$ cat config.mk
export PLATFORM = sky130hd
export DESIGN_NAME = dcacheRefill
export DESIGN_NICKNAME = d
export VERILOG_FILES = /design/src/verilog/dcachePkg.sv /design/src/verilog/dcacheRefill.sv
export VERILOG_INCLUDE_DIRS = /design/src /design/src/include
export SDC_FILE = /design/constraint.sdc
export NUM_CORES = 1
export LEC_CHECK = 0
export ABC_AREA = 0
export ABC_CLOCK_PERIOD_IN_PS = 7000
export BUFFER_PORTS_ARGS = -buffer_cell sky130_fd_sc_hd__buf_2
export CAP_MARGIN = 15
export CELL_PAD_IN_SITES_DETAIL_PLACEMENT = 0
export CELL_PAD_IN_SITES_GLOBAL_PLACEMENT = 1
export CORE_ASPECT_RATIO = 1.5
export CORE_UTILIZATION = 44
export DETAILED_ROUTE_END_ITERATION = 12
export PLACE_DENSITY = 0.83
export SLEW_MARGIN = 15
export SYNTH_ARGS = -nofsm -noshare
export SYNTH_HDL_FRONTEND = slang
export SYNTH_SLANG_ARGS = --single-unit
$ cat constraint.sdc
create_clock -name clk -period 7 [get_ports clk]
set_clock_uncertainty 0.2 [all_clocks]
set_input_delay 0.35 -clock clk [delete_from_list [all_inputs] [get_ports clk]]
set_output_delay 0.35 -clock clk [all_outputs]
set_load 0.1 [all_outputs]
$ cat src/include/dcache_defs.svh
`ifndef DCACHE_DEFS_SVH
`define DCACHE_DEFS_SVH

// address and pipeline word
`define DC_ADDR_W    32
`define DC_XLEN      64

// line geometry, 32 bytes per line
`define DC_LINE_W    256
`define DC_SETS      64
`define DC_INDEX_W   6
`define DC_OFFSET_W  5

// what is left of the address above index and offset
`define DC_TAG_W     21

// refill beats of one pipeline word each
`define DC_BEATS     4

`endif

$ cat src/verilog/dcachePkg.sv
`include "dcache_defs.svh"

package dcachePkg;

  typedef logic [`DC_ADDR_W-1:0]   addr_t;
  typedef logic [`DC_XLEN-1:0]     word_t;
  typedef logic [`DC_LINE_W-1:0]   line_t;
  typedef logic [`DC_TAG_W-1:0]    tag_t;
  typedef logic [`DC_INDEX_W-1:0]  index_t;
  typedef logic [`DC_XLEN/8-1:0]   byteMask_t;

  // controller states
  typedef enum logic [2:0] {
    idle,
    lookup,
    writeBack,
    refillReq,
    refillWait,
    install
  } cacheState_e;

  // one load or store from the pipeline
  typedef struct packed {
    logic      isStore;
    addr_t     addr;
    word_t     wrData;
    byteMask_t wrMask;
  } cpuReq_t;

  // line read request, address is line aligned
  typedef struct packed {
    logic  valid;
    addr_t addr;
  } memRdReq_t;

  typedef struct packed {
    logic  valid;
    logic  last;
    word_t data;
  } memRdResp_t;

  // whole line write-back
  typedef struct packed {
    logic  valid;
    addr_t addr;
    line_t data;
  } memWrReq_t;

endpackage

$ cat src/verilog/dcacheRefill.sv
`timescale 1ns/1ps
`include "dcache_defs.svh"

module dcacheRefill (
  input  logic                  clk,
  input  logic                  rst_n,
  input  logic                  refillEn_i,
  input  dcachePkg::memRdResp_t memRdResp_i,
  output logic                  lineDone_o,
  output dcachePkg::line_t      refillLine_o
);
  import dcachePkg::*;

  localparam int BeatIdxW = $clog2(`DC_BEATS);

  logic [BeatIdxW-1:0] beatCnt;
  line_t               lineBuf;
  logic                beatTake;

  assign beatTake = refillEn_i && memRdResp_i.valid;

  // counter restarts for every refill
  always_ff @(posedge clk or negedge rst_n) begin
    if (!rst_n) begin
      beatCnt <= '0;
    end else if (!refillEn_i) begin
      beatCnt <= '0;
    end else if (memRdResp_i.valid) begin
      beatCnt <= beatCnt + 1'b1;
    end
  end

  // beat n goes to word n of the line
  always_ff @(posedge clk) begin
    if (beatTake) begin
      lineBuf[beatCnt*`DC_XLEN +: `DC_XLEN] <= memRdResp_i.data;
    end
  end

  assign lineDone_o   = beatTake && memRdResp_i.last;
  assign refillLine_o = lineBuf;

  // memory must send exactly the beats of one line
  aLastBeat: assert property (@(posedge clk) disable iff (!rst_n)
    beatTake |-> (memRdResp_i.last == (beatCnt == BeatIdxW'(`DC_BEATS - 1))));

endmodule

==> flow_summary.toml <==
[clock_network]
clkTransAtPathRegs_ns = 0.06
cts-root-buf = "clkbuf_16"
cts_buffer_depth = 3
h-tree-depth = 1
post_cts_buffers = 0
numCtsBuffers = 24
cts_tree = "yes"
clk_latency_ns = 0.51
clkSinkCount = 258

[synthesis]
netlist_instances = 582
ys_seq_area_share_pct = 78.5
synth.avg_cell_area_um2 = 16.9
synth_seq_cells = 258
ys_top_cells_by_area = "edfxtp_1 (78%), and3_1 (8.2%), and2_1 (7.7%)"
synth_nets = 656
ys_types = 28
synth_area_um2 = 9860
yosysWarnings = 0
synth_top_area_share_pct = 78.0
synth.largest_area_cell = "edfxtp_1"

[detailed_routing]
firstDrtPassIters = 4
drc = 0
routed-via-count = 6302
routed_wl_mm = 26.0
drt_iter0_drc = 424
ant_nets = 0
wire_per_inst_um = 20.7
vias_per_cell = 5.03

[global_routing]
grt_antenna_before_repair = 1
grt_max_degree = 66
gr-total-overflow = 0
grt_pass1_vias = 6181
track_usage_pct = 21.5
grt_pass1_wl_mm = 37.2

[worst_setup_path]
worstReg2RegStart = "beatCnt[0]$_DFFE_PN0P_"
start_kind = "flip-flop"
critPathCaptureType = "flip-flop"
regToRegEndpoint = "refillLine_o[141]$_DFFE_PP_"
worst_r2r_path_depth = 5
arrival_ns = 3.77
crit_path_max_incr_delay_ns = 0.96
cp_num_buf_inv = 2
cpMaxStageDelayCell = "nor2b_4"
worstPathMaxFanout = 65
path_cells = "inv_1 -> ha_1 -> nor2b_4 -> buf_4 -> and3_1"
worstPathRequired_ns = 7.17
crit_family = "simple AND/OR/NAND/NOR gates"
reg2reg_slack_ns = 3.41
critical_path_class = "flip-flop to flip-flop"

[timing]
timing.fmax_ghz = 0.278
fin_tns_setup_ns = 0
finalSetupViolCount = 0
maxSlewViolCount = 0
finalCritPeriodShare_pct = 51.3
timing_hold_violations_final = 0
relSlewSlack_pct = 24.6
rsz0062_at_grt = "false"
tightestPinTransition_ns = 1.13
min_period_ns = 3.59

[cells_and_area]
final_core_util_pct = 60.0
layout-drive-gt1-share_pct = 38.6
nets = 1038
fillers = 1715
area_growth_pct = 32.6

[job]
maxCapViolations = 0

[power]
total_power_mw = 3.64
ir_drop_mv = 0.180
seq_power_share_pct = 48.2
intPower_mw = 2.65
switching_share_pct = 27.2
power_density_nw_per_um2 = 278
pwr-share-clk_pct = 37.2
power.switching_uw = 990
leakagePower_nw = 5.44
power_frac_comb_pct = 14.5

[min_path]
min-delay-start = "memRdResp_i[31]"
hold-path-cell-count = 3
worst_hold_path_type = "input pin to flip-flop"
hold_path_end = "refillLine_o[31]$_DFFE_PP_"

[place]
dp_hpwl_mm = 15.9
portBuffers = 325
gp_routability_congestion = 0.798

[die]
initial_core_util_pct = 45.2
rows = 66
core_area_um2 = 21800
die-area_um2 = 23000
pin_count = 326
fp.dieH_um = 185
dieWidth_um = 124

[outcome]
outcome = "completed"
[area by class of cell]
| type | instances | area [µm²] | area share, % |
|---|---|---|---|
| sequential | 258 | 7740 | 59.2 |
| timing repair buffer | 397 | 2330 | 17.8 |
| multi-input combinational | 281 | 1850 | 14.2 |
| clock buffer | 29 | 641 | 4.90 |
| tap | 272 | 340 | 2.60 |
| clock inverter | 14 | 166 | 1.27 |
| inverter | 2 | 7.51 | 0.0574 |
| antenna | 1 | 2.50 | 0.0191 |
[worst min-delay path: stages]
cell	delay (ns)
buf_2	0.09
nand2b_1	0.08
nor2_1	0.10
[per-layer routing]
layer  wire, µm  share of wire, %  GRT usage, %
met2      13500                52          38.5
met5         13             0.050             0
met1       9680                37          24.6
met4       1380               5.3          11.2
met3       1420               5.5          3.67
[logic make-up after synthesis]
group,after synthesis,share of synthesized area (%)
flops,258,78.5
simple gates,274,17.7
fa+ha+maj,5,0.635
buf+inv,43,3.01
mux,1,0.102
xor+xnor,1,0.0888
[cells in the mapped netlist]
cell        n
ha_1        5
and3_1    130
dfrtp_1     2
xor2_1      1
buf_12      1
edfxtp_1  256
or2b_1      1
nor2_1      4
nand2b_1    2
and4bb_4    1
clkbuf_2   16
nand3b_1    1
clkbuf_1   12
inv_1       2
nand2_1     1
nor4b_4     1
nor2b_1     1
nor2b_4     1
buf_6       5
and2_1    121
buf_2       1
nor4_1      1
and3_2      5
buf_4       1
nor3_1      3
buf_8       5
nor2b_2     1
mux2i_1     1
[registers in the layout (all words and copies together), names as in the netlist]
signal        cells
beatCnt           2
refillLine_o    256
[power by group through the flow]
stage | Combinational, mW | Clock (mW) | Sequential [mW]
floorplan | 0.138 | 0 | 2.05
global placement | 0.493 | 0 | 1.79
detailed placement | 0.500 | 0 | 1.79
CTS | 0.529 | 1.37 | 1.75
global route | 0.550 | 1.42 | 1.76
finish | 0.528 | 1.35 | 1.75
[cells in the final DEF, fill, tap and decap left out, types with 3 or more instances in the layout]
master,netlist,layout
and2_1,121,121
and3_1,130,126
and3_2,5,7
buf_2,1,325
buf_4,1,6
bufinv_16,0,4
clkbuf_1,12,4
clkbuf_16,0,25
clkinv_1,0,5
clkinv_2,0,4
dlygate4sd3_1,0,66
edfxtp_1,256,256
ha_1,5,5
nor2_1,4,3
nor3_1,3,3
[stage by stage]
step | worst slack (ns) | instance area (µm²) | cells | hold WS (ns)
final | 3.41 | 13100 | 1254 | 0.0297
after floorplan | 3.66 | 9860 | 582 | -0.146
after detailed placement | 3.47 | 11600 | 1144 | -0.0610
after global routing | 3.16 | 13100 | 1253 | 0.0401
after global placement | 3.54 | 11600 | 1144 | -0.0631
after CTS | 3.43 | 13100 | 1253 | 0.00617
[how the worst max path moves through the flow]
stage | cells after the start | from | end | slack (ns)
2_1_floorplan | 5 | beatCnt[0]$_DFFE_PN0P_ | refillLine_o[0]$_DFFE_PP_ | 3.66
3_3_place_gp | 5 | beatCnt[0]$_DFFE_PN0P_ | refillLine_o[99]$_DFFE_PP_ | 3.54
3_5_place_dp | 5 | beatCnt[0]$_DFFE_PN0P_ | refillLine_o[141]$_DFFE_PP_ | 3.47
4_1_cts | 5 | beatCnt[0]$_DFFE_PN0P_ | refillLine_o[141]$_DFFE_PP_ | 3.43
5_1_grt | 5 | beatCnt[0]$_DFFE_PN0P_ | refillLine_o[141]$_DFFE_PP_ | 3.16
6_report | 5 | beatCnt[0]$_DFFE_PN0P_ | refillLine_o[141]$_DFFE_PP_ | 3.41
[timing repair]
action | 4_1_cts | 5_1_grt
endpoints found under the hold margin | 228 | 0
resized for setup | 0 | 0
hold buffers | 66 | 0
(Power assumes the default switching activity.)
