**config.mk**
```make
export PLATFORM = sky130hd
export DESIGN_NAME = dcacheCtrl
export DESIGN_NICKNAME = d
export VERILOG_FILES = /design/src/verilog/dcachePkg.sv /design/src/verilog/dcacheCtrl.sv
export VERILOG_INCLUDE_DIRS = /design/src /design/src/include
export SDC_FILE = /design/constraint.sdc
export NUM_CORES = 1
export LEC_CHECK = 0
export ABC_AREA = 1
export BUFFER_PORTS_ARGS = -buffer_cell sky130_fd_sc_hd__buf_4
export CORE_AREA = 2 2 448 450
export DETAILED_ROUTE_END_ITERATION = 8
export DIE_AREA = 0 0 450 452
export PLACE_DENSITY = 0.3
export SYNTH_ARGS = -nofsm -noshare
export SYNTH_HDL_FRONTEND = slang
export SYNTH_SLANG_ARGS = --single-unit
```
**constraint.sdc**
```tcl
create_clock -name clk -period 7.2 [get_ports clk]
set_input_delay 1.44 -clock clk [delete_from_list [all_inputs] [get_ports clk]]
set_output_delay 1.44 -clock clk [all_outputs]
set_load 0.005 [all_outputs]
```
**src/include/dcache_defs.svh**
```systemverilog
`ifndef DCACHE_DEFS_SVH
`define DCACHE_DEFS_SVH

// address and pipeline word
`define DC_ADDR_W    32
`define DC_XLEN      64

// line geometry, 32 bytes per line
`define DC_LINE_W    256
`define DC_SETS      64
`define DC_INDEX_W   6
`define DC_OFFSET_W  5

// what is left of the address above index and offset
`define DC_TAG_W     21

// refill beats of one pipeline word each
`define DC_BEATS     4

`endif

```
**src/verilog/dcachePkg.sv**
```systemverilog
`include "dcache_defs.svh"

package dcachePkg;

  typedef logic [`DC_ADDR_W-1:0]   addr_t;
  typedef logic [`DC_XLEN-1:0]     word_t;
  typedef logic [`DC_LINE_W-1:0]   line_t;
  typedef logic [`DC_TAG_W-1:0]    tag_t;
  typedef logic [`DC_INDEX_W-1:0]  index_t;
  typedef logic [`DC_XLEN/8-1:0]   byteMask_t;

  // controller states
  typedef enum logic [2:0] {
    idle,
    lookup,
    writeBack,
    refillReq,
    refillWait,
    install
  } cacheState_e;

  // one load or store from the pipeline
  typedef struct packed {
    logic      isStore;
    addr_t     addr;
    word_t     wrData;
    byteMask_t wrMask;
  } cpuReq_t;

  // line read request, address is line aligned
  typedef struct packed {
    logic  valid;
    addr_t addr;
  } memRdReq_t;

  typedef struct packed {
    logic  valid;
    logic  last;
    word_t data;
  } memRdResp_t;

  // whole line write-back
  typedef struct packed {
    logic  valid;
    addr_t addr;
    line_t data;
  } memWrReq_t;

endpackage

```
**src/verilog/dcacheCtrl.sv**
```systemverilog
`timescale 1ns/1ps
`include "dcache_defs.svh"

module dcacheCtrl (
  input  logic                  clk,
  input  logic                  rst_n,
  input  logic                  reqValid_i,
  input  dcachePkg::cpuReq_t    cpuReq_i,
  output logic                  addrOk_o,
  output logic                  dataOk_o,
  output dcachePkg::word_t      rdData_o,
  input  logic                  hit_i,
  input  logic                  hitWay_i,
  input  logic                  victimWay_i,
  input  dcachePkg::tag_t       victimTag_i,
  input  logic                  victimDirty_i,
  input  dcachePkg::line_t      way0Line_i,
  input  dcachePkg::line_t      way1Line_i,
  input  logic                  lineDone_i,
  output dcachePkg::cpuReq_t    reqLatch_o,
  output dcachePkg::index_t     readIndex_o,
  output logic                  storeWe_o,
  output logic                  installWe_o,
  output logic                  refillEn_o,
  output logic                  missSeen_o,
  output dcachePkg::memRdReq_t  memRdReq_o,
  input  logic                  memRdReady_i,
  output dcachePkg::memWrReq_t  memWrReq_o,
  input  logic                  memWrReady_i
);
  import dcachePkg::*;

  cacheState_e stateQ;
  cacheState_e stateD;
  cpuReq_t     reqQ;
  tag_t        reqTag;
  index_t      reqIndex;
  line_t       hitLine;
  logic        accept;

  assign addrOk_o = (stateQ == idle);
  assign accept   = reqValid_i && addrOk_o;
  assign reqTag   = reqQ.addr[`DC_ADDR_W-1 -: `DC_TAG_W];
  assign reqIndex = reqQ.addr[`DC_OFFSET_W +: `DC_INDEX_W];

  always_ff @(posedge clk) begin
    if (accept) begin
      reqQ <= cpuReq_i;
    end
  end

  always_ff @(posedge clk or negedge rst_n) begin
    if (!rst_n) begin
      stateQ <= idle;
    end else begin
      stateQ <= stateD;
    end
  end

  always_comb begin
    stateD = stateQ;
    case (stateQ)
      idle:       if (accept) stateD = lookup;
      lookup: begin
        if (hit_i) begin
          stateD = idle;
        end else if (victimDirty_i) begin
          stateD = writeBack;
        end else begin
          stateD = refillReq;
        end
      end
      writeBack:  if (memWrReady_i) stateD = refillReq;
      refillReq:  if (memRdReady_i) stateD = refillWait;
      refillWait: if (lineDone_i) stateD = install;
      install:    stateD = lookup;
      default:    stateD = idle;
    endcase
  end

  // the data array reads ahead in idle so a hit costs one cycle
  assign readIndex_o = (stateQ == idle) ? cpuReq_i.addr[`DC_OFFSET_W +: `DC_INDEX_W]
                                        : reqIndex;
  assign reqLatch_o  = reqQ;
  assign dataOk_o    = (stateQ == lookup) && hit_i;
  assign missSeen_o  = (stateQ == lookup) && !hit_i;
  assign storeWe_o   = dataOk_o && reqQ.isStore;
  assign installWe_o = (stateQ == install);
  assign refillEn_o  = (stateQ == refillWait);

  // load word picked by offset bits 4:3
  assign hitLine  = hitWay_i ? way1Line_i : way0Line_i;
  assign rdData_o = hitLine[reqQ.addr[4:3]*`DC_XLEN +: `DC_XLEN];

  assign memRdReq_o.valid = (stateQ == refillReq);
  assign memRdReq_o.addr  = {reqTag, reqIndex, {`DC_OFFSET_W{1'b0}}};

  // victim line goes back to the address it was filled from
  assign memWrReq_o.valid = (stateQ == writeBack);
  assign memWrReq_o.addr  = {victimTag_i, reqIndex, {`DC_OFFSET_W{1'b0}}};
  assign memWrReq_o.data  = victimWay_i ? way1Line_i : way0Line_i;

  // a freshly installed line hits on the repeated lookup
  aInstallHit: assert property (@(posedge clk) disable iff (!rst_n)
    stateQ == install |=> hit_i);

  aWrHold: assert property (@(posedge clk) disable iff (!rst_n)
    memWrReq_o.valid && !memWrReady_i |=> memWrReq_o.valid && $stable(memWrReq_o));

endmodule

```
==> flow_summary.json <==
{
  "status": "finished, final reports clean",
  "synth.distinct_cells": 17,
  "via_per_inst": 3.17,
  "clk_pin_slew_ns": 0.08,
  "synth_seq_cells": 108,
  "min_period_over_period_pct": 76.5,
  "tns_ns": 0,
  "fp.coreArea_um2": 199000,
  "clkSinkCount": 108,
  "fin_area_um2": 23100,
  "cp_max_fo": 135,
  "max_cap_violations": 0,
  "synth_top_area_cell": "edfxtp_1",
  "setup_viol": 0,
  "max_clock_freq_mhz": 182,
  "timing.rr.end": "reqLatch_o[54]",
  "synth_area_leaders": "edfxtp_1 (26%), nand2_1 (26%), o211ai_1 (16%), o21ai_0 (9.8%), inv_1 (8.4%)",
  "synth_seq_area_share_pct": 26.9,
  "wirelength_um": 146000,
  "yosys_warnings": 0,
  "hold_path_class": "flip-flop to flip-flop",
  "synth_top_area_share_pct": 26.2,
  "fin_nets": 3563,
  "cts.htree.levels": 3,
  "total_power_mw": 3.67,
  "layoutNonFillerInstCount": 5601,
  "grt_pass1_vias": 16500,
  "clk_path_buf_depth": 2,
  "r2r.worst_path.cells": 4,
  "cts_made_buffers": 9,
  "hold_depth": 2,
  "rrSetupSlack_ns": 4.52,
  "syn_to_final_growth_pct": 91.9,
  "cts_tree": "done",
  "yosys_most_used_dff": "edfxtp_1",
  "synth_commonest_cells": "nand2_1 (834), inv_1 (268), o211ai_1 (256)",
  "antenna_left": 0,
  "slew_violations": 0,
  "vias": 17700,
  "final_hold_viol_count": 0,
  "dpl_cell_area_um2": 22700,
  "num_io_pins": 1151,
  "rsz0062_at_grt": "no",
  "placedCellCount": 5560,
  "post_cts_resize_count": 0,
  "irDropWorstVdd_v": 0.000117,
  "grt_max_degree": 136,
  "gp_congestion": 0.951,
  "track_usage_pct": 13.6,
  "clk_latency_ns": 0.41,
  "end_kind": "output pin",
  "skew_ns": 0.0221,
  "synth_edf_count": 105,
  "finalCoreUtilization_pct": 11.6,
  "cp-start-kind": "input pin",
  "holdBufCountCts": 0,
  "worst_slew_pin_slew_ns": 0.975,
  "cts_root_buf": "clkbuf_16",
  "crit_required_ns": 5.76,
  "post_cts_buffers": 0,
  "rows": 164,
  "first_pass_iters": 5,
  "first_iter_violations": 1487,
  "grt_pass1_wl_um": 180000,
  "setup_slack_ns": 1.69,
  "powerDensity_nw_per_um2": 159,
  "wl_per_cell_um": 26.0,
  "overflow": 0,
  "dp_hpwl_um": 128000,
  "synth_area_um2": 12000,
  "die_w_um": 450,
  "crit_type": "input pin to output pin",
  "die_y_um": 452,
  "port_buffers": 1098,
  "period_minus_slack_ns": 5.51,
  "p_leak_nw": 11.0,
  "holdWs_ns": 0.650,
  "synth_most_common_cell": "nand2_1",
  "syn_avg_cell_area_um2": 6.04,
  "drive_gt1_share_pct": 39.1,
  "dieArea_um2": 203000,
  "r2r-start": "stateQ[1]",
  "place_ws_ns": 1.66,
  "worst_ep_arrival_time_ns": 4.07,
  "slew_headroom_pct": 35.0,
  "min_to": "stateQ[2]",
  "async_flop_share_pct": 2.78,
  "start_util_pct": 6.05,
  "netlist_instances": 1990,
  "drc": 0,
  "antenna_found_initial": 104,
  "min-delay-start": "stateQ[2]"
}
-- worst max-delay path by stage --
stage	start	end
after global placement	hitWay_i	rdData_o[27]
after detailed placement	hitWay_i	rdData_o[27]
final	hitWay_i	rdData_o[35]
after CTS	hitWay_i	rdData_o[27]
after global routing	hitWay_i	rdData_o[27]
after floorplan	reqValid_i	memRdReq_o[10]
-- kinds of logic (layout without fill, tap and decap cells) --
logic type	Yosys count	in the layout	share of synthesized area, %
AND/OR/NAND/NOR	878	878	27.6
AO/OA/AOI/OAI	515	515	26.8
buffers and inverters	488	1409	18.8
other	1	35	0.0312
flip-flops	108	108	26.9
-- power by group --
part           total (mW)  switching, mW  internal [mW]  leakage (nW)
combinational        2.20           1.30          0.904          9.84
sequential          0.911         0.0647          0.846          1.01
clock               0.555          0.309          0.245         0.138
total                3.67           1.67           2.00          11.0
-- sequential cells by signal, summed over array words and instances, names as in the netlist --
name	flops
memRdReq_o	27
stateQ	3
reqLatch_o	78
-- worst max-delay path: stages --
cell      delay [ns]
buf_4           0.31
inv_8           0.69
buf_4           0.56
nand2_1         0.12
o211ai_1        0.11
nand2_1         0.12
nand2_1         0.27
nand2_1         0.10
buf_4           0.16
-- cell type report --
| class | instances | area (um^2) |
|---|---|---|
| clock buffer | 9 | 225 |
| clock inverter | 7 | 68.8 |
| timing repair buffer | 1123 | 8550 |
| inverter | 270 | 1030 |
| tap | 2656 | 3320 |
| fill | 23500 | 176000 |
| multi-input combinational | 1403 | 6570 |
| antenna | 25 | 62.6 |
| sequential | 108 | 3230 |
-- routing by layer --
layer / track usage (%) / vias to the layer above / wire length [um]
met5: 0 / - / 319
met4: 2.27 / 52 / 2400
li1: - / 8305 / -
met1: 17.3 / 8346 / 61400
met2: 22.8 / 865 / 69600
met3: 4.03 / 164 / 12100
-- layout by cell type, fill, tap and decap left out, types with 10 or more instances in the layout --
cell type	instances
inv_1	267
conb_1	10
buf_4	1113
a21oi_1	24
nor2_1	33
diode_2	25
nand2_1	834
edfxtp_1	105
o21ai_0	235
o211ai_1	256
Note: power is estimated with default switching activity, not from simulation.
